[src/ctrl_pkg.sv]
package ctrl_pkg;

    // Multicycle FSM states, one per classic stage
    typedef enum logic [2:0] {
        st_fetch,
        st_decode,
        st_execute,
        st_memory,
        st_writeback
    } cpu_state_e;

    typedef enum logic [2:0] {
        alu_add,
        alu_sub,
        alu_and,
        alu_or,
        alu_xor,
        alu_slt,
        alu_pass_b   // LUI passes the U immediate through
    } alu_op_e;

    // Decides the state sequence of an instruction
    typedef enum logic [2:0] {
        cls_alu_reg,
        cls_alu_imm,
        cls_lui,
        cls_load,
        cls_store,
        cls_branch,
        cls_nop      // Anything outside the subset
    } instr_class_e;

endpackage

[src/isa_pkg.sv]
package isa_pkg;

    localparam int xlen = 32;

    typedef logic [xlen-1:0] word_t;   // Data, addresses and instructions
    typedef logic [4:0]      reg_addr_t;

    // Major opcodes of the supported subset
    typedef enum logic [6:0] {
        op_reg    = 7'b0110011,
        op_imm    = 7'b0010011,
        op_lui    = 7'b0110111,
        op_load   = 7'b0000011,
        op_store  = 7'b0100011,
        op_branch = 7'b1100011
    } opcode_e;

    // funct3 values
    localparam logic [2:0] f3_add_sub = 3'b000;
    localparam logic [2:0] f3_slt     = 3'b010;
    localparam logic [2:0] f3_xor     = 3'b100;
    localparam logic [2:0] f3_or      = 3'b110;
    localparam logic [2:0] f3_and     = 3'b111;
    localparam logic [2:0] f3_beq     = 3'b000;
    localparam logic [2:0] f3_bne     = 3'b001;
    localparam logic [2:0] f3_word    = 3'b010;   // LW and SW

    // funct7 values
    localparam logic [6:0] f7_base = 7'b0000000;
    localparam logic [6:0] f7_sub  = 7'b0100000;

    // Data RAM geometry
    localparam int ram_words     = 64;
    localparam int ram_addr_bits = 6;

endpackage
[src/core_ctrl_if.sv]
interface core_ctrl_if;
    import isa_pkg::*;
    import ctrl_pkg::*;

    cpu_state_e state;
    word_t      instr;         // Instruction register
    alu_op_e    alu_op;
    logic       use_imm;       // AluSrc
    logic       pc_inc;
    logic       pc_load;       // PCSrc
    logic       result_load;
    logic       mem_write;     // MemWrite
    logic       mem_to_reg;    // MemToReg, also marks MemRead
    logic       reg_write;     // RegWrite, never set for x0
    reg_addr_t  rd;
    logic       branch_taken;

    modport fsm (
        output state, instr, alu_op, use_imm, pc_inc, pc_load,
        output result_load, mem_write, mem_to_reg, reg_write, rd,
        input  branch_taken
    );
    modport pc   (input pc_inc, pc_load);
    modport exec (input instr, alu_op, use_imm, result_load, output branch_taken);
    modport mem  (input mem_write, state);
    modport regs (input instr, reg_write, rd, mem_to_reg);

endinterface

[src/program_counter.sv]
module program_counter (
    input  logic            clock,
    input  logic            arst_n,
    input  logic            enable,
    core_ctrl_if.pc         ctrl,
    input  isa_pkg::word_t  branch_target,
    output isa_pkg::word_t  pc
);

    // Branch load wins over increment
    always_ff @(posedge clock or negedge arst_n) begin
        if (!arst_n) begin
            pc <= '0;
        end else if (enable) begin
            if (ctrl.pc_load) begin
                pc <= branch_target;
            end else if (ctrl.pc_inc) begin
                pc <= pc + 32'd4;   // Next word
            end
        end
    end

endmodule

[src/flat_wrapper.sv]
// flat-port wrapper written by rule: the top's interface ports become plain ports
module program_counter_flat 
  (clock, arst_n, enable, branch_target, pc, ctrl_pc_inc, ctrl_pc_load);
  core_ctrl_if ctrl_i ();
  input  logic clock;
  input  logic arst_n;
  input  logic enable;
  input  isa_pkg::word_t branch_target;
  output isa_pkg::word_t pc;
  input wire logic [$bits(ctrl_i.pc_inc)-1:0] ctrl_pc_inc;
  input wire logic [$bits(ctrl_i.pc_load)-1:0] ctrl_pc_load;
  assign ctrl_i.pc_inc = ctrl_pc_inc;
  assign ctrl_i.pc_load = ctrl_pc_load;
  program_counter u_core (.clock(clock), .arst_n(arst_n), .enable(enable), .ctrl(ctrl_i), .branch_target(branch_target), .pc(pc));
endmodule
[config.mk]
export PLATFORM = sky130hd
export DESIGN_NAME = program_counter_flat
export DESIGN_NICKNAME = d
export VERILOG_FILES = /design/src/ctrl_pkg.sv /design/src/isa_pkg.sv /design/src/core_ctrl_if.sv /design/src/program_counter.sv /design/src/flat_wrapper.sv
export SDC_FILE = /design/constraint.sdc
export NUM_CORES = 1
export LEC_CHECK = 0
export BUFFER_PORTS_ARGS = -buffer_cell sky130_fd_sc_hd__buf_2
export CAP_MARGIN = 20
export CORE_MARGIN = 8
export CORE_UTILIZATION = 46
export CTS_CLUSTER_SIZE = 20
export DETAILED_ROUTE_END_ITERATION = 12
export GPL_ROUTABILITY_DRIVEN = 0
export PLACE_DENSITY = 0.77
export SLEW_MARGIN = 20
export SYNTH_ARGS = -nofsm -noshare
export SYNTH_HDL_FRONTEND = slang
export SYNTH_SLANG_ARGS = --single-unit
[constraint.sdc]
create_clock -name clock -period 1.8 [get_ports clock]
set_input_delay 0.09 -clock clock [delete_from_list [all_inputs] [get_ports clock]]
set_output_delay 0.09 -clock clock [all_outputs]
set_load 0.01 [all_outputs]
==> impl_metrics.csv <==
group,metric,value,unit
floorplan,initial_core_util,47.95,%
synth,yosys_warnings,0,
clocking,cts_tree,"done",
timing,timing.clock.skew,8.758,ps
clocking,cts_buffers,5,
synth,syn-num-nets,298,
detailed_routing,drt_iter0_markers,288,
critical_path,criticalPathCategory,"register to register",
synth,post_synth_num_cell_types,44,
timing,timing.final.crit_share,95.60,%
critical_path,crit_path_start,"u_core.pc[16]",
clocking,cts_root_buf,"clkbuf_8",
timing,finalMaxSlewViolations,0,
final_layout,final_area,2918,sq um
global_routing,antenna_found_initial,0,
global_routing,grt_max_degree,33,
global_routing,grt_usage,20.09,%
timing,setup-tns-final,0,ps
detailed_routing,wl,7282,um
timing,relSlewSlack,48.26,%
worst_hold_path,worstHoldPathType,"primary input to register",
critical_path,critPathCaptureType,"register",
timing,layout_setup_ws,79.16,ps
timing,hold_viol,0,
detailed_routing,wire_per_inst,17.50,um
timing,fmax,581.1,MHz
detailed_routing,viasPerCell,5.978,
detailed_routing,vias,2487,
final_layout,area_growth,38.81,%
power,p_leak,1.339,nW
synth,synth_area_leaders,"dfrtp_1 (38%), o21ai_0 (6.7%), a21oi_1 (6.2%)",
placed_design,io_buffers,68,
synth,syn_area,2102,sq um
critical_path,cp.required,1990,ps
clocking,clockBufferDepth,2,
critical_path,crit_fanout,6,
final_layout,top_register,"u_core.pc",
detailed_routing,drcViolationCount,0,
critical_path,arrival,1910,ps
floorplan,die_area,6989,sq um
power,total_power,0.002293,W
clocking,clkSlewWorstSetupHoldPaths,80,ps
global_routing,grt_pass1_vias,2399,
global_routing,overflow,0,
floorplan,pin_count,69,
critical_path,critPathLaunchType,"register",
floorplan,std_cell_rows,24,
clocking,cts.sinks,32,
synth,synth_cells,260,
timing,setup_viol,0,
final_layout,drive_above_1_share,37.36,%
timing,rsz0062_at_grt,"true",
critical_path,rr_startpoint,"u_core.pc[16]",
final_layout,diodes,0,
power,cellPowerDensity,785.8,nW/um^2
floorplan,die_w,83.60,um
final_layout,top_regs,"u_core.pc: 32 flops",
critical_path,cp-endpoint,"u_core.pc[30]",
placed_design,preCtsSetupSlack,37.31,ps
global_routing,grt_pass1_wl,11740,um
synth,synth_top_area_share,38.10,%
critical_path,reg2regPathDepth,5,
critical_path,regToRegSetupSlack,80,ps
floorplan,coreArea,4384,sq um
final_layout,postLayoutCoreUtil,66.55,%
synth,ys_ff_latch,32,
detailed_routing,drtPass1Iterations,4,
synth,synth_top_area_cell,"dfrtp_1",
final_layout,final_common_cell,"buf_2",
critical_path,timing.rr.end,"u_core.pc[30]",
placed_design,dp_hpwl,5213,um
flow_run,maxCapViolCount,0,
clocking,clock_latency,310,ps
placed_design,placed_cell_area,2730,sq um
final_layout,final_cell_mix,"buf_2 (68), buf_4 (39), dfrtp_1 (30), o21ai_0 (27), a21oi_1 (26)",
clocking,cts-htree-levels,2,
final_layout,largest_reg_flops,32,
detailed_routing,detail-route-antenna-nets,0,
synth,ys_seq_area_share,38.10,%
synth,syn_avg_cell_area,8.085,sq um
final_layout,nets,401,
timing,layout_min_cycle_time,1721,ps
power,vdd_ir_drop_max,382.9,uV
timing,worst_pin_slew,776.1,ps
floorplan,die_h,83.60,um
outcome,status,"completed",
## Yosys cell counts (all sizes together)
master and count:
a21o 1, o21ai 28, clkbuf 12, and4 3, and3 10, nor2 19
nand3 23, a22oi 3, nor2b 4, o21a 2, nand2 25, inv 3
o22ai 7, nor4b 1, a211oi 3, buf 3, o32ai 1, a32oi 2
nor3b 1, nand4 12, mux2i 5, or4 1, o31ai 1, a2bb2oi 4
ha 1, a31o 2, a311oi 1, nor3 7, nor4 6, or3 2
nand3b 1, dfrtp 32, a21oi 26, o22a 1, and2 2, a31oi 3
mux2 1, nand2b 1
## worst min-delay path by stage
stage                                 start       endpoint  slack [ps]  cells past startpoint
after floorplan                      arst_n   u_core.pc[0]        -210                      0
after global placement               arst_n   u_core.pc[1]         200                      1
after detailed placement             arst_n   u_core.pc[1]         210                      1
after CTS                 branch_target[24]  u_core.pc[24]          40                      3
after global routing      branch_target[24]  u_core.pc[24]          60                      3
final                     branch_target[24]  u_core.pc[24]          40                      3
## cell families after synthesis
kind of cell	after synthesis	share of synthesized area [%]
flops	32	38.10
mux	6	2.917
compound gates	85	24.23
simple gates	118	30.89
buf+inv	18	3.274
fa+ha+maj	1	0.5951
## critical path, stage by stage, from the launching register on
cell,delay [ps]
dfrtp_1,430
nand3_1,140
or3_4,390
nor4_4,330
a31oi_1,130
o22a_1,190
## final cells by class
class	instances	area, sq um
clock inverter	2	10.01
sequential	32	803.3
inverter	3	11.26
fill	374	1466
tap	52	65.06
clock buffer	6	82.58
timing repair buffer	111	673.1
multi-input combinational	210	1272
## where the power goes
group	internal (W)	switching (W)	total (W)
sequential	0.000827	0.000116	0.000943
clock	0.000305	0.000304	0.000609
combinational	0.000340	0.000400	0.000740
## layer usage
metal	GRT usage, %	vias to the layer above	wire (um)
li1	-	1193	-
met1	25.29	1174	3231
met2	30.25	109	3269
met3	7.129	11	657
met4	8.320	0	124
met5	0	-	0
## metrics by stage
step / hold slack [ps] / cells
4_1_cts: 36.08 / 414
6_report: 37.43 / 416
2_1_floorplan: -205.6 / 260
3_3_place_gp: 197.7 / 402
5_1_grt: 55.59 / 416
3_5_place_dp: 211.9 / 402
## timing repair
action / 4_1_cts / 5_1_grt
buffers inserted: 0 / 2
resized for setup: 0 / 9
hold buffers: 4 / 0
hold endpoints to repair: 35 / 0
setup endpoints to repair: 0 / 12
Note: power is estimated with default switching activity, not from simulation.
