--- src/ctrl_pkg.sv ---
package ctrl_pkg;

    // Multicycle FSM states, one per classic stage
    typedef enum logic [2:0] {
        st_fetch,
        st_decode,
        st_execute,
        st_memory,
        st_writeback
    } cpu_state_e;

    typedef enum logic [2:0] {
        alu_add,
        alu_sub,
        alu_and,
        alu_or,
        alu_xor,
        alu_slt,
        alu_pass_b   // LUI passes the U immediate through
    } alu_op_e;

    // Decides the state sequence of an instruction
    typedef enum logic [2:0] {
        cls_alu_reg,
        cls_alu_imm,
        cls_lui,
        cls_load,
        cls_store,
        cls_branch,
        cls_nop      // Anything outside the subset
    } instr_class_e;

endpackage

--- src/isa_pkg.sv ---
package isa_pkg;

    localparam int xlen = 32;

    typedef logic [xlen-1:0] word_t;   // Data, addresses and instructions
    typedef logic [4:0]      reg_addr_t;

    // Major opcodes of the supported subset
    typedef enum logic [6:0] {
        op_reg    = 7'b0110011,
        op_imm    = 7'b0010011,
        op_lui    = 7'b0110111,
        op_load   = 7'b0000011,
        op_store  = 7'b0100011,
        op_branch = 7'b1100011
    } opcode_e;

    // funct3 values
    localparam logic [2:0] f3_add_sub = 3'b000;
    localparam logic [2:0] f3_slt     = 3'b010;
    localparam logic [2:0] f3_xor     = 3'b100;
    localparam logic [2:0] f3_or      = 3'b110;
    localparam logic [2:0] f3_and     = 3'b111;
    localparam logic [2:0] f3_beq     = 3'b000;
    localparam logic [2:0] f3_bne     = 3'b001;
    localparam logic [2:0] f3_word    = 3'b010;   // LW and SW

    // funct7 values
    localparam logic [6:0] f7_base = 7'b0000000;
    localparam logic [6:0] f7_sub  = 7'b0100000;

    // Data RAM geometry
    localparam int ram_words     = 64;
    localparam int ram_addr_bits = 6;

endpackage
--- src/core_ctrl_if.sv ---
interface core_ctrl_if;
    import isa_pkg::*;
    import ctrl_pkg::*;

    cpu_state_e state;
    word_t      instr;         // Instruction register
    alu_op_e    alu_op;
    logic       use_imm;       // AluSrc
    logic       pc_inc;
    logic       pc_load;       // PCSrc
    logic       result_load;
    logic       mem_write;     // MemWrite
    logic       mem_to_reg;    // MemToReg, also marks MemRead
    logic       reg_write;     // RegWrite, never set for x0
    reg_addr_t  rd;
    logic       branch_taken;

    modport fsm (
        output state, instr, alu_op, use_imm, pc_inc, pc_load,
        output result_load, mem_write, mem_to_reg, reg_write, rd,
        input  branch_taken
    );
    modport pc   (input pc_inc, pc_load);
    modport exec (input instr, alu_op, use_imm, result_load, output branch_taken);
    modport mem  (input mem_write, state);
    modport regs (input instr, reg_write, rd, mem_to_reg);

endinterface

--- src/data_ram.sv ---
module data_ram (
    input  logic            clock,
    input  logic            arst_n,
    core_ctrl_if.mem        ctrl,
    input  isa_pkg::word_t  addr,
    input  isa_pkg::word_t  write_data,
    output isa_pkg::word_t  read_data,
    output logic [5:0]      led
);
    import isa_pkg::*;
    import ctrl_pkg::*;

    word_t                    mem [ram_words];
    logic [ram_addr_bits-1:0] index;

    // Word index, upper address bits ignored so accesses wrap
    assign index = addr[ram_addr_bits+1:2];

    always_ff @(posedge clock) begin
        if (ctrl.mem_write) begin
            mem[index] <= write_data;
        end
        if (ctrl.state == st_memory) begin
            read_data <= mem[index];   // Load data for writeback
        end
    end

    // Low bits of the last stored word
    always_ff @(posedge clock or negedge arst_n) begin
        if (!arst_n) begin
            led <= '0;
        end else if (ctrl.mem_write) begin
            led <= write_data[5:0];
        end
    end

endmodule

--- src/flat_wrapper.sv ---
// flat-port wrapper written by rule: the top's interface ports become plain ports
module data_ram_flat import isa_pkg::*; import ctrl_pkg::*;
  (clock, arst_n, addr, write_data, read_data, led, ctrl_mem_write, ctrl_state);
  core_ctrl_if ctrl_i ();
  input  logic clock;
  input  logic arst_n;
  input  isa_pkg::word_t addr;
  input  isa_pkg::word_t write_data;
  output isa_pkg::word_t read_data;
  output logic [5:0] led;
  input wire logic [$bits(ctrl_i.mem_write)-1:0] ctrl_mem_write;
  input wire logic [$bits(ctrl_i.state)-1:0] ctrl_state;
  assign ctrl_i.mem_write = ctrl_mem_write;
  assign ctrl_i.state = ctrl_state;
  data_ram u_core (.clock(clock), .arst_n(arst_n), .ctrl(ctrl_i), .addr(addr), .write_data(write_data), .read_data(read_data), .led(led));
endmodule
--- config.mk ---
export PLATFORM = sky130hd
export DESIGN_NAME = data_ram_flat
export DESIGN_NICKNAME = d
export VERILOG_FILES = /design/src/ctrl_pkg.sv /design/src/isa_pkg.sv /design/src/core_ctrl_if.sv /design/src/data_ram.sv /design/src/flat_wrapper.sv
export SDC_FILE = /design/constraint.sdc
export NUM_CORES = 2
export LEC_CHECK = 0
export ABC_CLOCK_PERIOD_IN_PS = 1790
export BUFFER_PORTS_ARGS = -buffer_cell sky130_fd_sc_hd__buf_4
export CORE_MARGIN = 2
export CORE_UTILIZATION = 38
export DETAILED_ROUTE_END_ITERATION = 10
export PLACE_DENSITY_LB_ADDON = 0.25
export SLEW_MARGIN = 10
export SYNTH_ARGS = -nofsm -noshare
export SYNTH_HDL_FRONTEND = slang
export SYNTH_SLANG_ARGS = --single-unit
--- constraint.sdc ---
create_clock -name clock -period 1.79 [get_ports clock]
set_clock_uncertainty 0.05 [all_clocks]
set_input_delay 0.0895 -clock clock [delete_from_list [all_inputs] [get_ports clock]]
set_output_delay 0.0895 -clock clock [all_outputs]
set_load 0.005 [all_outputs]
==> summary.txt <==
Status
  • Outcome: complete, but fails checks
  • Failing checks: setup timing

Logic synthesis
  • Yosys warnings: 0
  • Synth async-reset ratio: 0.00288
  • Mapped Nets: 4526
  • Sequential area share after synthesis: 0.797
  • Syn Area/Cell: 17.6 um^2
  • Cells after synthesis: 4456
  • Post-synth cell types: between 50 and 60
  • Synth Register Bits: 2086
  • Main synth FF type: edfxtp_1
  • Number of flops mapped to enable cells by yosys: 2080
  • Mapped Area: 78500 um^2

Worst hold path
  • Worst hold path type: in -> reg

Layout
  • Most frequent cells in the layout: 2080 x edfxtp_1, 635 x buf_4, 351 x a22oi_1, 287 x a221oi_1, 232 x buf_12
  • Share of cells above drive strength 1: 0.290
  • Nets: 5289
  • Area grow syn2layout: 25.9%
  • Commonest non-fill, non-tap cell in the layout: edfxtp_1
  • Final Instance Area: 98900 um^2

GRT
  • Largest net degree at the start of global routing: between 60 and 70
  • Gr ovfl total: 0
  • All-Layer GR Usage: 0.256
  • First-pass GRT wire length: 379000 um
  • Initial antenna violation count: 12
  • Vias in the first global route: 47800

Routing
  • DRT antenna net count: 0
  • Drt pass-1 iters: 9
  • DR iter-0 viols: 7569
  • Wire length per cell: 34.0 um
  • Via count: approximately 50000
  • DRC viols: 0
  • Wirelength, routed: 275000 um
  • Vias per cell: 6.19

Timing
  • # setup viols final: 28
  • Period utilization: 1.30
  • F_max: 428 MHz
  • RSZ-0062 raised after global routing: true
  • Slew Viols, Final: 0
  • Final Hold Viols: 0
  • Worst Tran Pin Value: 0.793 ns
  • Final Critical Period: 2.34 ns
  • Relative slew slack: 0.471
  • Setup ws final: -0.546 ns

Power and ir drop
  • Final Power: 103 mW
  • PwrDens: 1040 nW/um^2
  • LEAKAGE: 31.7 nW
  • Max VDD drop: 1.17 mV

Floorplanning
  • Total I/O pin count: 108
  • Initial core utilization: 0.383
  • Cell row count: 166
  • Die span in y: 459 um
  • Die area: 210000 um^2
  • Die Wd: 459 um
  • Core area: 205000 um^2

Setup path
  • Required time of the critical path: 2.38 ns
  • CP Launch Type: flop
  • R2R setup slack: -0.55 ns
  • Crit path largest cell delay: 0.45 ns
  • Worst setup EP type: flop
  • Worst r2r src: u_core.mem[9][3]$_DFFE_PP_
  • WP data arrival: 2.93 ns
  • WS Path Type: reg -> reg
  • RR Endpoint: u_core.read_data[3]$_DFFE_PN_
  • Critical path launch point: u_core.mem[9][3]$_DFFE_PP_
  • Crit path capture: u_core.read_data[3]$_DFFE_PN_
  • Slowest CP cell: edfxtp_1
  • Worst Path Max Fanout: 1
  • Worst Reg2Reg Path Length in Cells: 6
  • Cell Chain, Critical Path: a22oi_2 > o22ai_2 > a21oi_4 > nand4_1 > buf_4 > or3_1

Clock tree
  • H-Tree Depth: 4
  • Inserted Clock Buffers: 201
  • Worst-Skew Late Latency: approximately 0.9 ns
  • CTS Sinks: 2086
  • Clk buf depth: 3
  • Root Buffer: clkbuf_16
  • Worst-path clk slew: 0.07 ns
  • Clock tree from TritonCTS: built
  • Setup bufs post-CTS: 0

Placement
  • Port Buf Inserts: 81
  • Post-DP Area: around 90000 um^2
  • Detail Placement HPWL: between 150000 and 200000 um
  • GPL Wtd Cong: 0.893
  • Place WS: -1.42 ns

Job
  • Max_cap viols: 0
[cell type report]
cell class	count	area (um^2)
Sequential cell	2086	62600
Tap cell	2688	3360
Fill cell	16900	106000
Multi-Input combinational cell	2015	16600
Timing Repair Buffer	912	9880
Antenna cell	4	10.0
Clock inverter	108	1100
Clock buffer	260	5270
Inverter	3	16.3
[kinds of logic after synthesis]
logic type             Yosys count  synth area share
flip-flops                    2086             0.797
AO/OA/AOI/OAI                 1413             0.132
AND/OR/NAND/NOR                440            0.0265
buffers and inverters          355            0.0210
multiplexers                   162            0.0235
[cell usage after synthesis, types with 30 or more instances]
library cell  instances  share of area
a221oi_1            415          0.046
nand2_1              49         0.0023
mux2i_1             110          0.014
buf_2               143         0.0091
mux2_2               38         0.0054
buf_1                50         0.0024
nor2_1              197         0.0094
a21oi_1             165          0.011
o22ai_1             141          0.011
o21ai_0             137         0.0087
a22oi_1             401          0.038
a211oi_1             30         0.0029
clkbuf_1            136         0.0065
nor3_1               65         0.0041
a22o_1               31         0.0035
edfxtp_1           2080           0.80
[worst max-delay path, delay by kind of cell, from the launching register on]
| kind | cells | cell delay (ns) |
|---|---|---|
| flip-flops | 1 | 0.45 |
| buffers and inverters | 1 | 0.25 |
| AND/OR/NAND/NOR | 2 | 0.57 |
| AO/OA/AOI/OAI | 3 | 0.75 |
[stage by stage]
step	TNS, ns	hold WS [ns]	util	cells
finish	-5.48	0.0199	0.482	8076
global route	-6.88	0.0348	0.482	8073
CTS	-5.36	0.0000366	0.479	8073
detailed placement	-879.19	-0.149	0.441	7673
global placement	-861.65	-0.152	0.441	7673
floorplan	-909.18	-0.256	-	4456
[layer usage]
layer | vias to the layer above | part of all wire | GRT usage
met5 | - | 0.00015 | 0
met4 | 8 | 0.040 | 0.0926
met3 | 497 | 0.10 | 0.0485
met2 | 2946 | 0.45 | 0.395
met1 | 26200 | 0.40 | 0.361
li1 | 20400 | - | -
[power breakdown]
part / internal [mW] / switching (mW)
sequential: 54.1 / 0.132
clock: 22.7 / 18.8
combinational: 2.67 / 4.56
total: 79.5 / 23.5
[registers in the layout (all words and copies together) (netlist names)]
register and flops:
u_core.mem 2048, u_core.read_data 32, u_core.led 6
[worst min-delay path by stage]
stage             from                             end  cells past startpoint
2_1_floorplan   arst_n       u_core.led[0]$_DFFE_PN0P_                      0
3_3_place_gp    arst_n       u_core.led[0]$_DFFE_PN0P_                      1
3_5_place_dp    arst_n       u_core.led[1]$_DFFE_PN0P_                      1
4_1_cts        addr[4]  u_core.read_data[16]$_DFFE_PN_                      6
5_1_grt        addr[5]  u_core.read_data[11]$_DFFE_PN_                      5
6_report       addr[4]  u_core.read_data[16]$_DFFE_PN_                      6
[repair_timing]
item	4_1_cts	5_1_grt
endpoints found under the setup margin	35	32
resized for setup	208	144
hold buffers	40	0
endpoints found under the hold margin	2094	0
pin swaps	81	89
(Power assumes the default switching activity.)
