--- src/ctrl_pkg.sv ---
package ctrl_pkg;

    // Multicycle FSM states, one per classic stage
    typedef enum logic [2:0] {
        st_fetch,
        st_decode,
        st_execute,
        st_memory,
        st_writeback
    } cpu_state_e;

    typedef enum logic [2:0] {
        alu_add,
        alu_sub,
        alu_and,
        alu_or,
        alu_xor,
        alu_slt,
        alu_pass_b   // LUI passes the U immediate through
    } alu_op_e;

    // Decides the state sequence of an instruction
    typedef enum logic [2:0] {
        cls_alu_reg,
        cls_alu_imm,
        cls_lui,
        cls_load,
        cls_store,
        cls_branch,
        cls_nop      // Anything outside the subset
    } instr_class_e;

endpackage

--- src/isa_pkg.sv ---
package isa_pkg;

    localparam int xlen = 32;

    typedef logic [xlen-1:0] word_t;   // Data, addresses and instructions
    typedef logic [4:0]      reg_addr_t;

    // Major opcodes of the supported subset
    typedef enum logic [6:0] {
        op_reg    = 7'b0110011,
        op_imm    = 7'b0010011,
        op_lui    = 7'b0110111,
        op_load   = 7'b0000011,
        op_store  = 7'b0100011,
        op_branch = 7'b1100011
    } opcode_e;

    // funct3 values
    localparam logic [2:0] f3_add_sub = 3'b000;
    localparam logic [2:0] f3_slt     = 3'b010;
    localparam logic [2:0] f3_xor     = 3'b100;
    localparam logic [2:0] f3_or      = 3'b110;
    localparam logic [2:0] f3_and     = 3'b111;
    localparam logic [2:0] f3_beq     = 3'b000;
    localparam logic [2:0] f3_bne     = 3'b001;
    localparam logic [2:0] f3_word    = 3'b010;   // LW and SW

    // funct7 values
    localparam logic [6:0] f7_base = 7'b0000000;
    localparam logic [6:0] f7_sub  = 7'b0100000;

    // Data RAM geometry
    localparam int ram_words     = 64;
    localparam int ram_addr_bits = 6;

endpackage
--- src/core_ctrl_if.sv ---
interface core_ctrl_if;
    import isa_pkg::*;
    import ctrl_pkg::*;

    cpu_state_e state;
    word_t      instr;         // Instruction register
    alu_op_e    alu_op;
    logic       use_imm;       // AluSrc
    logic       pc_inc;
    logic       pc_load;       // PCSrc
    logic       result_load;
    logic       mem_write;     // MemWrite
    logic       mem_to_reg;    // MemToReg, also marks MemRead
    logic       reg_write;     // RegWrite, never set for x0
    reg_addr_t  rd;
    logic       branch_taken;

    modport fsm (
        output state, instr, alu_op, use_imm, pc_inc, pc_load,
        output result_load, mem_write, mem_to_reg, reg_write, rd,
        input  branch_taken
    );
    modport pc   (input pc_inc, pc_load);
    modport exec (input instr, alu_op, use_imm, result_load, output branch_taken);
    modport mem  (input mem_write, state);
    modport regs (input instr, reg_write, rd, mem_to_reg);

endinterface

--- src/register_bank.sv ---
module register_bank (
    input  logic            clock,
    input  logic            arst_n,
    core_ctrl_if.regs       ctrl,
    input  isa_pkg::word_t  write_value,
    output isa_pkg::word_t  rs1_value,
    output isa_pkg::word_t  rs2_value
);
    import isa_pkg::*;

    word_t     regs [32];
    reg_addr_t rs1_addr;
    reg_addr_t rs2_addr;

    // Source fields of the held instruction
    assign rs1_addr = ctrl.instr[19:15];
    assign rs2_addr = ctrl.instr[24:20];

    always_ff @(posedge clock or negedge arst_n) begin
        if (!arst_n) begin
            for (int i = 0; i < 32; i++) begin
                regs[i] <= '0;
            end
        end else if (ctrl.reg_write) begin
            regs[ctrl.rd] <= write_value;   // Control never targets x0
        end
    end

    // Combinational read ports
    assign rs1_value = regs[rs1_addr];
    assign rs2_value = regs[rs2_addr];

endmodule

--- src/flat_wrapper.sv ---
// flat-port wrapper written by rule: the top's interface ports become plain ports
module register_bank_flat import isa_pkg::*;
  (clock, arst_n, write_value, rs1_value, rs2_value, ctrl_instr, ctrl_reg_write, ctrl_rd, ctrl_mem_to_reg);
  core_ctrl_if ctrl_i ();
  input  logic clock;
  input  logic arst_n;
  input  isa_pkg::word_t write_value;
  output isa_pkg::word_t rs1_value;
  output isa_pkg::word_t rs2_value;
  input wire logic [$bits(ctrl_i.instr)-1:0] ctrl_instr;
  input wire logic [$bits(ctrl_i.reg_write)-1:0] ctrl_reg_write;
  input wire logic [$bits(ctrl_i.rd)-1:0] ctrl_rd;
  input wire logic [$bits(ctrl_i.mem_to_reg)-1:0] ctrl_mem_to_reg;
  assign ctrl_i.instr = ctrl_instr;
  assign ctrl_i.reg_write = ctrl_reg_write;
  assign ctrl_i.rd = ctrl_rd;
  assign ctrl_i.mem_to_reg = ctrl_mem_to_reg;
  register_bank u_core (.clock(clock), .arst_n(arst_n), .ctrl(ctrl_i), .write_value(write_value), .rs1_value(rs1_value), .rs2_value(rs2_value));
endmodule
--- config.mk ---
export PLATFORM = sky130hd
export DESIGN_NAME = register_bank_flat
export DESIGN_NICKNAME = d
export VERILOG_FILES = /design/src/ctrl_pkg.sv /design/src/isa_pkg.sv /design/src/core_ctrl_if.sv /design/src/register_bank.sv /design/src/flat_wrapper.sv
export SDC_FILE = /design/constraint.sdc
export NUM_CORES = 2
export LEC_CHECK = 0
export ABC_AREA = 1
export BUFFER_PORTS_ARGS = -buffer_cell sky130_fd_sc_hd__buf_4
export CORE_MARGIN = 3
export CORE_UTILIZATION = 60
export DETAILED_ROUTE_END_ITERATION = 10
export GPL_ROUTABILITY_DRIVEN = 0
export PLACE_DENSITY = 0.77
export SLEW_MARGIN = 40
export SYNTH_ARGS = -nofsm -noshare
export SYNTH_HDL_FRONTEND = slang
export SYNTH_SLANG_ARGS = --single-unit
--- constraint.sdc ---
create_clock -name clock -period 1.55 [get_ports clock]
set_input_delay 0 -clock clock [delete_from_list [all_inputs] [get_ports clock]]
set_output_delay 0 -clock clock [all_outputs]
set_load 0.005 [all_outputs]
==> qor.yml <==
floorplan:
  start_util_pct: 61.1
  die_w_um: 313
  core_mm2: 0.0925
  die_y_um: 313
  rows: 111
  die_area_mm2: 0.0978
  io_pins: 137
worst_setup_path:
  arrival_ps: 1920
  critPathMaxStageDelay_ps: 370
  cp-start-kind: "register"
  end_kind: "primary output"
  path_depth: 9
  crit_buf_inv: 1
  crit_family: "simple AND/OR/NAND/NOR gates"
  path_common_cell: "nand2_1"
  critPathMaxFanout: 3
  crit_chain: "nand2_1 -> nand3_1 -> nand3_1 -> nand2_1 -> nand2_1 -> nand2_1 -> nand2_1 -> nand2_2 -> buf_6"
  worstPathRequired_ps: 1550
  worst_path_max_delay_cell: "dfrtp_1"
  critPathKind: "reg -> out"
  r2r_start: "u_core.regs[267]$_DFFE_PN0P_"
  r2r_cells: 5
  critPathLaunch: "u_core.regs[86]$_DFFE_PN0P_"
logic_synthesis:
  synth_common_cells: "nand2_1, nand3_1, dfrtp_1, o21ai_0, clkbuf_1"
  ys_types: 18
  syn-num-nets: 8380
  yosys.area.top_type_share_pct: 45.4
  yosys_warnings: 0
  syn_inst: 8307
  yosysMostFrequentCell: "nand2_1"
  synth_area_mm2: 0.0565
  synth_area_leader_cell: "dfrtp_1"
  ys.flop_type: "dfrtp_1"
  synthArstFlopShare_pct: 100
  syn_area_per_cell_um2: 6.80
  synth_seq_area_share_pct: 45.4
  ys_ff_latch: 1024
  synthTopCellsByArea: "dfrtp_1, nand2_1, nand3_1"
  synth_edf_count: 0
worst_hold_path:
  min_path_cells: 8
  hp-class: "in -> reg"
  worstHoldStart: "ctrl_rd[3]"
finish:
  fin_nets: 8484
  largest_reg_flops: 1024
  area_growth_pct: 21.4
  num_antenna_cells: 0
  nFillCells: 7070
  top_register: "u_core.regs"
  largestRegisters: "u_core.regs (1024)"
  drive_above_1_share_pct: 13.8
drt:
  detail_route.drc_violations: 0
  drtAntennaViolNets: 0
  viasPerCell: 6.33
  routed_wl_mm: 215
  firstDrtPassIters: 8
  num_vias: 61700
  wire_per_inst_um: 22.1
  drt_iter0_drc: 10500
cts:
  clk_pin_slew_worst_paths_ps: 60
  clk_latency_ps: 700
  htreeDepth: 3
  clockBufferDepth: 3
  cts_sinks: 1024
  root_buffer: "clkbuf_16"
  cts_tree: "built"
  numCtsBuffers: 111
sta:
  period_needed_ps: 1920
  slew_violations: 0
  rsz0062_at_grt: "yes"
  setup_viol: 64
  fin_crit_sh_pct: 124
  fmax_ghz: 0.522
  worst_pin_slew_ps: 801
  slew_headroom_pct: 46.5
  fin_tns_setup_ps: -18830
  finClkSkew_ps: 0
  hold_viol: 1
  hold_ws_ps: -7.99
  worst_slack_ps: -367
run_status:
  violations: "negative hold slack, negative setup slack"
  status: "finished with violations"
global_route:
  overflow: 0
  grtUsageTotal_pct: 42.7
  grt_pass1_vias: 57200
  grt_start_max_net_pins: 101
  grt_pass1_wl_mm: 329
  grt_antenna_before_repair: 0
placed_design:
  io_buffers: 113
  post-dp-hpwl_mm: 124
power_and_ir_drop:
  power.leakage_uw: 0.0334
  vdd_drop_max_mv: 1.21
  power_density_mw_per_mm2: 1220
flow_run:
  maxCapViolCount: 0
worst register-to-register path, cell delays in order, from the launching register on:
cell	delay [ps]
dfrtp_1	400
buf_4	140
buf_4	120
nor2_1	90
a21oi_1	40
dlygate4sd3_1	560
cells in the final DEF (no fill, tap or decap):
master            n
nand2_1        3676
nand3_1        1449
dfrtp_1        1024
o21ai_0         890
buf_4           401
buf_12          202
nand2_2         155
clkbuf_16       112
nand3_2          87
o21ai_1          70
buf_6            66
nor2_1           64
a21oi_1          64
dlygate4sd3_1    41
nand2_4          39
inv_1            36
clkinv_2         27
clkbuf_8         22
bufinv_16        19
clkbuf_1         13
inv_2             7
nor3_2            7
clkinvlp_4        6
buf_8             5
inv_8             4
inv_6             4
nor3_4            4
clkinv_8          3
clkinv_4          3
inv_4             2
nor2_4            2
nor3_1            1
inv_16            1
per-stage QoR:
step	total power [uW]	util (%)	instances	area [um2]	setup WS, ps
floorplan	46100	-	8307	56500	240
global placement	51500	66.7	9333	61700	16.9
detailed placement	52300	66.7	9333	61700	-20.3
CTS	82000	72.6	9645	67100	-343
global route	87600	74.1	9749	68600	-444
finish	83700	74.1	9749	68600	-367
path summary, 6_finish.rpt:
kind	slack (ps)	endpoint
max	-370	rs2_value[22]
min	-8	u_core.regs[259]$_DFFE_PN0P_
max reg2reg	70	u_core.regs[267]$_DFFE_PN0P_
min reg2reg	510	u_core.regs[732]$_DFFE_PN0P_
max in group asynchronous	270	u_core.regs[741]$_DFFE_PN0P_
min in group asynchronous	70	u_core.regs[968]$_DFFE_PN0P_
where the power goes:
group          internal, uW  switching [uW]
combinational          7870           10600
sequential            31800            4230
clock                 17500           11700
total                 57200           26600
final cells by class:
type / instances / area, um2 / share of cell area, %
Clock buffer: 147 / 3150 / 4.60
Multi-Input combinational cell: 6508 / 28900 / 42.1
Clock inverter: 61 / 863 / 1.26
Timing Repair Buffer: 715 / 8280 / 12.1
Sequential cell: 1024 / 25600 / 37.4
Inverter: 51 / 236 / 0.345
Tap cell: 1243 / 1560 / 2.27
kinds of logic (layout without fill, tap and decap cells):
| group | after synthesis | after routing | synth area share (%) |
|---|---|---|---|
| AOI/OAI and AO/OA | 1024 | 1024 | 9.08 |
| buffers and inverters | 775 | 974 | 5.40 |
| DFF | 1024 | 1024 | 45.4 |
| and+or+nand+nor | 5484 | 5484 | 40.1 |
routing by layer:
metal | vias to the layer above | track usage, % | wire length (um)
li1 | 27200 | - | -
met1 | 28600 | 56.4 | 77600
met2 | 4805 | 63.7 | 92300
met3 | 1076 | 10.2 | 30000
met4 | 0 | 26.1 | 15500
met5 | - | 0 | 0
timing repair:
item	in CTS	in global routing
pin swaps	331	328
resized for setup	164	162
setup endpoints to repair	64	66
setup buffers	60	107
hold buffers	44	0
hold endpoints to repair	2048	0
No activity file was read; power rests on OpenSTA's default activity.
