**src/ctrl_pkg.sv**
```systemverilog
package ctrl_pkg;

    // Multicycle FSM states, one per classic stage
    typedef enum logic [2:0] {
        st_fetch,
        st_decode,
        st_execute,
        st_memory,
        st_writeback
    } cpu_state_e;

    typedef enum logic [2:0] {
        alu_add,
        alu_sub,
        alu_and,
        alu_or,
        alu_xor,
        alu_slt,
        alu_pass_b   // LUI passes the U immediate through
    } alu_op_e;

    // Decides the state sequence of an instruction
    typedef enum logic [2:0] {
        cls_alu_reg,
        cls_alu_imm,
        cls_lui,
        cls_load,
        cls_store,
        cls_branch,
        cls_nop      // Anything outside the subset
    } instr_class_e;

endpackage

```
**src/isa_pkg.sv**
```systemverilog
package isa_pkg;

    localparam int xlen = 32;

    typedef logic [xlen-1:0] word_t;   // Data, addresses and instructions
    typedef logic [4:0]      reg_addr_t;

    // Major opcodes of the supported subset
    typedef enum logic [6:0] {
        op_reg    = 7'b0110011,
        op_imm    = 7'b0010011,
        op_lui    = 7'b0110111,
        op_load   = 7'b0000011,
        op_store  = 7'b0100011,
        op_branch = 7'b1100011
    } opcode_e;

    // funct3 values
    localparam logic [2:0] f3_add_sub = 3'b000;
    localparam logic [2:0] f3_slt     = 3'b010;
    localparam logic [2:0] f3_xor     = 3'b100;
    localparam logic [2:0] f3_or      = 3'b110;
    localparam logic [2:0] f3_and     = 3'b111;
    localparam logic [2:0] f3_beq     = 3'b000;
    localparam logic [2:0] f3_bne     = 3'b001;
    localparam logic [2:0] f3_word    = 3'b010;   // LW and SW

    // funct7 values
    localparam logic [6:0] f7_base = 7'b0000000;
    localparam logic [6:0] f7_sub  = 7'b0100000;

    // Data RAM geometry
    localparam int ram_words     = 64;
    localparam int ram_addr_bits = 6;

endpackage
```
**src/core_ctrl_if.sv**
```systemverilog
interface core_ctrl_if;
    import isa_pkg::*;
    import ctrl_pkg::*;

    cpu_state_e state;
    word_t      instr;         // Instruction register
    alu_op_e    alu_op;
    logic       use_imm;       // AluSrc
    logic       pc_inc;
    logic       pc_load;       // PCSrc
    logic       result_load;
    logic       mem_write;     // MemWrite
    logic       mem_to_reg;    // MemToReg, also marks MemRead
    logic       reg_write;     // RegWrite, never set for x0
    reg_addr_t  rd;
    logic       branch_taken;

    modport fsm (
        output state, instr, alu_op, use_imm, pc_inc, pc_load,
        output result_load, mem_write, mem_to_reg, reg_write, rd,
        input  branch_taken
    );
    modport pc   (input pc_inc, pc_load);
    modport exec (input instr, alu_op, use_imm, result_load, output branch_taken);
    modport mem  (input mem_write, state);
    modport regs (input instr, reg_write, rd, mem_to_reg);

endinterface

```
**src/execute_unit.sv**
```systemverilog
module execute_unit (
    input  logic            clock,
    input  logic            arst_n,
    core_ctrl_if.exec       ctrl,
    input  isa_pkg::word_t  pc,
    input  isa_pkg::word_t  rs1_value,
    input  isa_pkg::word_t  rs2_value,
    output isa_pkg::word_t  result,
    output isa_pkg::word_t  branch_target
);
    import isa_pkg::*;
    import ctrl_pkg::*;

    opcode_e    opcode;
    logic [2:0] funct3;
    word_t      imm_i;
    word_t      imm_s;
    word_t      imm_u;
    word_t      imm_b;
    word_t      imm;
    word_t      op_b;
    word_t      alu_out;

    assign opcode = opcode_e'(ctrl.instr[6:0]);
    assign funct3 = ctrl.instr[14:12];

    assign imm_i = {{20{ctrl.instr[31]}}, ctrl.instr[31:20]};
    assign imm_s = {{20{ctrl.instr[31]}}, ctrl.instr[31:25], ctrl.instr[11:7]};
    assign imm_u = {ctrl.instr[31:12], 12'b0};
    assign imm_b = {{19{ctrl.instr[31]}}, ctrl.instr[31], ctrl.instr[7],
                    ctrl.instr[30:25], ctrl.instr[11:8], 1'b0};

    always_comb begin
        case (opcode)
            op_store:  imm = imm_s;
            op_lui:    imm = imm_u;
            op_branch: imm = imm_b;
            default:   imm = imm_i;   // ADDI and LW
        endcase
    end

    assign op_b = ctrl.use_imm ? imm : rs2_value;

    always_comb begin
        case (ctrl.alu_op)
            alu_sub:    alu_out = rs1_value - op_b;
            alu_and:    alu_out = rs1_value & op_b;
            alu_or:     alu_out = rs1_value | op_b;
            alu_xor:    alu_out = rs1_value ^ op_b;
            alu_slt:    alu_out = {31'b0, $signed(rs1_value) < $signed(op_b)};
            alu_pass_b: alu_out = op_b;
            default:    alu_out = rs1_value + op_b;
        endcase
    end

    // Branch compare works on the raw register values
    assign ctrl.branch_taken = (funct3 == f3_bne) ? (rs1_value != rs2_value)
                                                  : (rs1_value == rs2_value);
    assign branch_target = pc + imm_b;

    always_ff @(posedge clock or negedge arst_n) begin
        if (!arst_n) begin
            result <= '0;
        end else if (ctrl.result_load) begin
            result <= alu_out;
        end
    end

endmodule

```
**src/flat_wrapper.sv**
```systemverilog
// flat-port wrapper written by rule: the top's interface ports become plain ports
module execute_unit_flat import isa_pkg::*; import ctrl_pkg::*;
  (clock, arst_n, pc, rs1_value, rs2_value, result, branch_target, ctrl_instr, ctrl_alu_op, ctrl_use_imm, ctrl_result_load, ctrl_branch_taken);
  core_ctrl_if ctrl_i ();
  input  logic clock;
  input  logic arst_n;
  input  isa_pkg::word_t pc;
  input  isa_pkg::word_t rs1_value;
  input  isa_pkg::word_t rs2_value;
  output isa_pkg::word_t result;
  output isa_pkg::word_t branch_target;
  input wire logic [$bits(ctrl_i.instr)-1:0] ctrl_instr;
  input wire logic [$bits(ctrl_i.alu_op)-1:0] ctrl_alu_op;
  input wire logic [$bits(ctrl_i.use_imm)-1:0] ctrl_use_imm;
  input wire logic [$bits(ctrl_i.result_load)-1:0] ctrl_result_load;
  output wire logic [$bits(ctrl_i.branch_taken)-1:0] ctrl_branch_taken;
  assign ctrl_i.instr = ctrl_instr;
  assign ctrl_i.alu_op = ctrl_alu_op;
  assign ctrl_i.use_imm = ctrl_use_imm;
  assign ctrl_i.result_load = ctrl_result_load;
  assign ctrl_branch_taken = ctrl_i.branch_taken;
  execute_unit u_core (.clock(clock), .arst_n(arst_n), .ctrl(ctrl_i), .pc(pc), .rs1_value(rs1_value), .rs2_value(rs2_value), .result(result), .branch_target(branch_target));
endmodule
```
**config.mk**
```make
export PLATFORM = sky130hd
export DESIGN_NAME = execute_unit_flat
export DESIGN_NICKNAME = d
export VERILOG_FILES = /design/src/ctrl_pkg.sv /design/src/isa_pkg.sv /design/src/core_ctrl_if.sv /design/src/execute_unit.sv /design/src/flat_wrapper.sv
export SDC_FILE = /design/constraint.sdc
export NUM_CORES = 1
export LEC_CHECK = 0
export BUFFER_PORTS_ARGS = -buffer_cell sky130_fd_sc_hd__buf_2
export CAP_MARGIN = 40
export CORE_UTILIZATION = 30
export CTS_BUF_LIST = sky130_fd_sc_hd__clkbuf_16
export DETAILED_ROUTE_END_ITERATION = 7
export GPL_TIMING_DRIVEN = 1
export PLACE_DENSITY = 0.54
export SYNTH_ARGS = -nofsm -noshare
export SYNTH_HDL_FRONTEND = slang
export SYNTH_SLANG_ARGS = --single-unit
```
**constraint.sdc**
```tcl
create_clock -name clock -period 2.8 [get_ports clock]
set_input_delay 0.42 -clock clock [delete_from_list [all_inputs] [get_ports clock]]
set_output_delay 0.42 -clock clock [all_outputs]
set_load 0.03 [all_outputs]
```
==> impl_metrics.yaml <==
sta:
  setup_viol: 47
  finalHoldViolCount: 0
  fmax_mhz: 262
  slew_viol_final: 0
  rsz0062_at_grt: "true"
  max_slew_margin_pct: 58.8
  worst_pin_slew_ns: 0.616
  worst_slack_ns: -1.02
  fin_skew_ns: 0
  fin_crit_ns: 3.82
  fin_crit_sh_pct: 136
global_routing:
  grt_util_met1_pct: 38.2
  grt_pass1_vias: 12200
  grt_remaining_overflow: 0
  grtUsageTotal_pct: 31.0
  grt_max_degree: 26
  grt.met2_usage_pct: 52.1
  grt_pass1_wl_mm: 68.5
  grt_use_met3_pct: 6.34
  busiest_layer: "met2"
  antenna_found_initial: 2
clock_network:
  clock_latency_ns: 0.31
  ctsHoldBuffers: 0
  ctsLongestPathBuffers: 2
  cts-root-buf: "clkbuf_16"
  htreeDepth: 2
  clock-sinks: 32
  path_clk_slew_ns: 0.07
  cts-buffers-inserted: 5
  cts_tree: "built"
setup_path:
  crit_fanout: 5
  required_ns: 3.00
  rrSetupSlack_ns: 1.53
  crit_arrival_ns: 4.02
  critical_path.startpoint: "ctrl_instr[3]"
  end_kind: "flip-flop"
  reg2reg_depth: 4
  endpoint: "u_core.result[24]$_DFFE_PN0P_"
  cp_slowest_stage_delay_ns: 0.42
  crit_path_cell_trace: "buf_6, nand4b_1, buf_4, or3_4, a31oi_4, buf_4, ha_1, buf_4, nor2_1, a21oi_1, a21oi_2, o31ai_1, buf_4, a21oi_4, nand2b_4, a211o_4, and4_1, a211o_1"
  slowest_stage: "or3_4"
  crit_path_frequent_cell: "buf_4"
  r2r-end: "u_core.result[31]$_DFFE_PN0P_"
  crit_path_start_kind: "primary input"
  crit_type: "in2reg"
  r2r_start: "u_core.result[31]$_DFFE_PN0P_"
floorplanning:
  row_count: 62
  die_h_um: 172
  die-area_mm2: 0.0297
  core_mm2: 0.0286
  start_util_pct: 30.4
  fp.dieW_um: 172
  ios: 200
layout:
  fillers: 2675
  drive_gt1_share_pct: 49.1
  largest_reg_flops: 32
  final_nets: 2155
  post-route-util_pct: 55.1
  top_register: "u_core.result"
  fin_cells: 2276
  final_cell_area_mm2: 0.0158
  area_growth_pct: 81.0
  reg_top3: "u_core.result x32"
pwr:
  power.total_w: 0.00549
  pwr-share-comb_pct: 78.4
  pwr-share-seq_pct: 10.9
  leakage_nw: 7.40
  pwr-share-clk_pct: 10.7
  power.share.switching_pct: 48.4
  switchingPower_w: 0.00266
  ir_drop_mv: 0.259
  p_int_w: 0.00283
  power.density_mw_per_mm2: 348
drt:
  ant_nets: 0
  post_drt_wl_per_cell_um: 20.6
  vias_per_cell: 5.36
  drt-initial-drc-count: 851
  wl_mm: 46.9
  drc: 0
  num_vias: 12200
  first_pass_iters: 5
hold_path:
  hp-class: "in2async"
place:
  detailedPlace.worstSlack_ns: -1.70
  gp_congestion: 0.981
  dp_hpwl_mm: 37.4
  dpl_cell_area_mm2: 0.0135
  place_inst: 2219
  port_buffers: 197
synthesis:
  synth_area_leader_cell: "ha_1"
  yosysTopAreaCellShare_pct: 18.2
  syn_area_per_cell_um2: 6.85
  synth_seq_area_share_pct: 9.19
  syn_inst: 1271
  synth_edf_count: 0
  synth_cell_types: 75
  syn_nets: 1536
  synth_seq_cells: 32
  netlist_top_cells_area: "ha_1, a21oi_1, dfrtp_1, nor2_1, inv_1"
  synthArstFlopShare_pct: 100
  netlist_area_mm2: 0.00871
  yosys_most_used_dff: "dfrtp_1"
  yosysWarnings: 0
status:
  violations: "setup timing"
  status: "complete, but fails checks"
job:
  maxCapViolCount: 0
worst max-delay path, delay by kind of cell:
kind            cells  cell delay [ns]
simple gates        5             1.09
fa+ha+maj           1             0.15
buf+inv             5             0.79
compound gates      7             1.56
layout by cell type, fill, tap and decap left out, types with 13 or more instances in the layout:
cell type / n
xnor2_1: 30
dfrtp_1: 32
o21ai_0: 35
o211ai_1: 20
buf_2: 169
a21oi_2: 44
ha_1: 93
nand2_1: 72
nor2b_1: 18
nand4_1: 16
a31oi_1: 14
ha_4: 28
xor2_1: 41
nand3_1: 25
inv_1: 109
a21o_1: 16
a211oi_2: 13
a21oi_1: 127
nor3_1: 15
nor2_1: 114
o21ai_2: 14
buf_6: 47
o21ai_1: 24
o21bai_1: 18
buf_4: 449
how the worst min path moves through the flow:
stage                                  startpoint                            end  slack (ns)  depth (start not counted)
floorplan                                  arst_n   u_core.result[0]$_DFFE_PN0P_        0.12                          0
global placement    u_core.result[16]$_DFFE_PN0P_  u_core.result[16]$_DFFE_PN0P_        0.46                          1
detailed placement                         arst_n   u_core.result[9]$_DFFE_PN0P_        0.39                          1
CTS                                        arst_n   u_core.result[8]$_DFFE_PN0P_        0.05                          1
global route                               arst_n   u_core.result[6]$_DFFE_PN0P_        0.06                          1
finish                                     arst_n   u_core.result[8]$_DFFE_PN0P_        0.05                          1
layer usage:
metal / up-vias / routed length, um
met2: 488 / 21600
li1: 5839 / -
met5: - / 0
met4: 0 / 1820
met1: 5771 / 20000
met3: 96 / 3430
synthesized netlist by cell type (all sizes together) (20+ instances only):
cell / instances
ha: 127
xor2: 47
xnor2: 42
a31oi: 22
o211ai: 20
clkbuf: 54
o21bai: 22
nor3: 23
dfrtp: 32
inv: 114
a211oi: 21
o21ai: 79
nand3: 28
nor2: 127
nor2b: 20
nand2: 78
a21oi: 182
final cells by class:
class                           count  area (um2)  share of cell area (%)
Clock buffer                        5         125                   0.793
Timing Repair Buffer              681        5050                    32.0
Antenna cell                        1        2.50                  0.0159
Clock inverter                      3        11.3                  0.0714
Inverter                          115         432                    2.74
Sequential cell                    32         801                    5.08
Multi-Input combinational cell   1055        8870                    56.2
Tap cell                          384         480                    3.05
metrics by stage:
| step | TNS [ns] | hold WS [ns] |
|---|---|---|
| 2_1_floorplan | -21.07 | 0.124 |
| 3_3_place_gp | -45.22 | 0.459 |
| 3_5_place_dp | -47.50 | 0.386 |
| 6_report | -24.35 | 0.0517 |
| 5_1_grt | -31.44 | 0.0638 |
| 4_1_cts | -21.65 | 0.0517 |
power groups by stage:
| stage | Combinational [W] | Clock (W) | Sequential [W] |
|---|---|---|---|
| 2_1_floorplan | 0.00171 | 0 | 0.000769 |
| 3_3_place_gp | 0.00352 | 0 | 0.000606 |
| 3_5_place_dp | 0.00353 | 0 | 0.000607 |
| 4_1_cts | 0.00402 | 0.000610 | 0.000598 |
| 5_1_grt | 0.00457 | 0.000623 | 0.000609 |
| 6_report | 0.00430 | 0.000589 | 0.000596 |
cell families (layout without fill, tap and decap cells):
kind of cell	after synthesis	after routing	share of synthesized area, %
DFF	32	32	9.19
AOI/OAI and AO/OA	489	489	36.1
buffers and inverters	184	804	8.17
xor gates and xnor gates	89	89	8.95
adders and majority gates	131	131	19.0
other	0	1	0
and+or+nand+nor	343	343	18.2
muxes	3	3	0.359
timing repair:
action | CTS | global route
gates cloned | 2 | 0
setup endpoints to repair | 54 | 53
pin swaps | 91 | 97
resized for setup | 281 | 116
buffers inserted | 37 | 23
(Power assumes the default switching activity.)
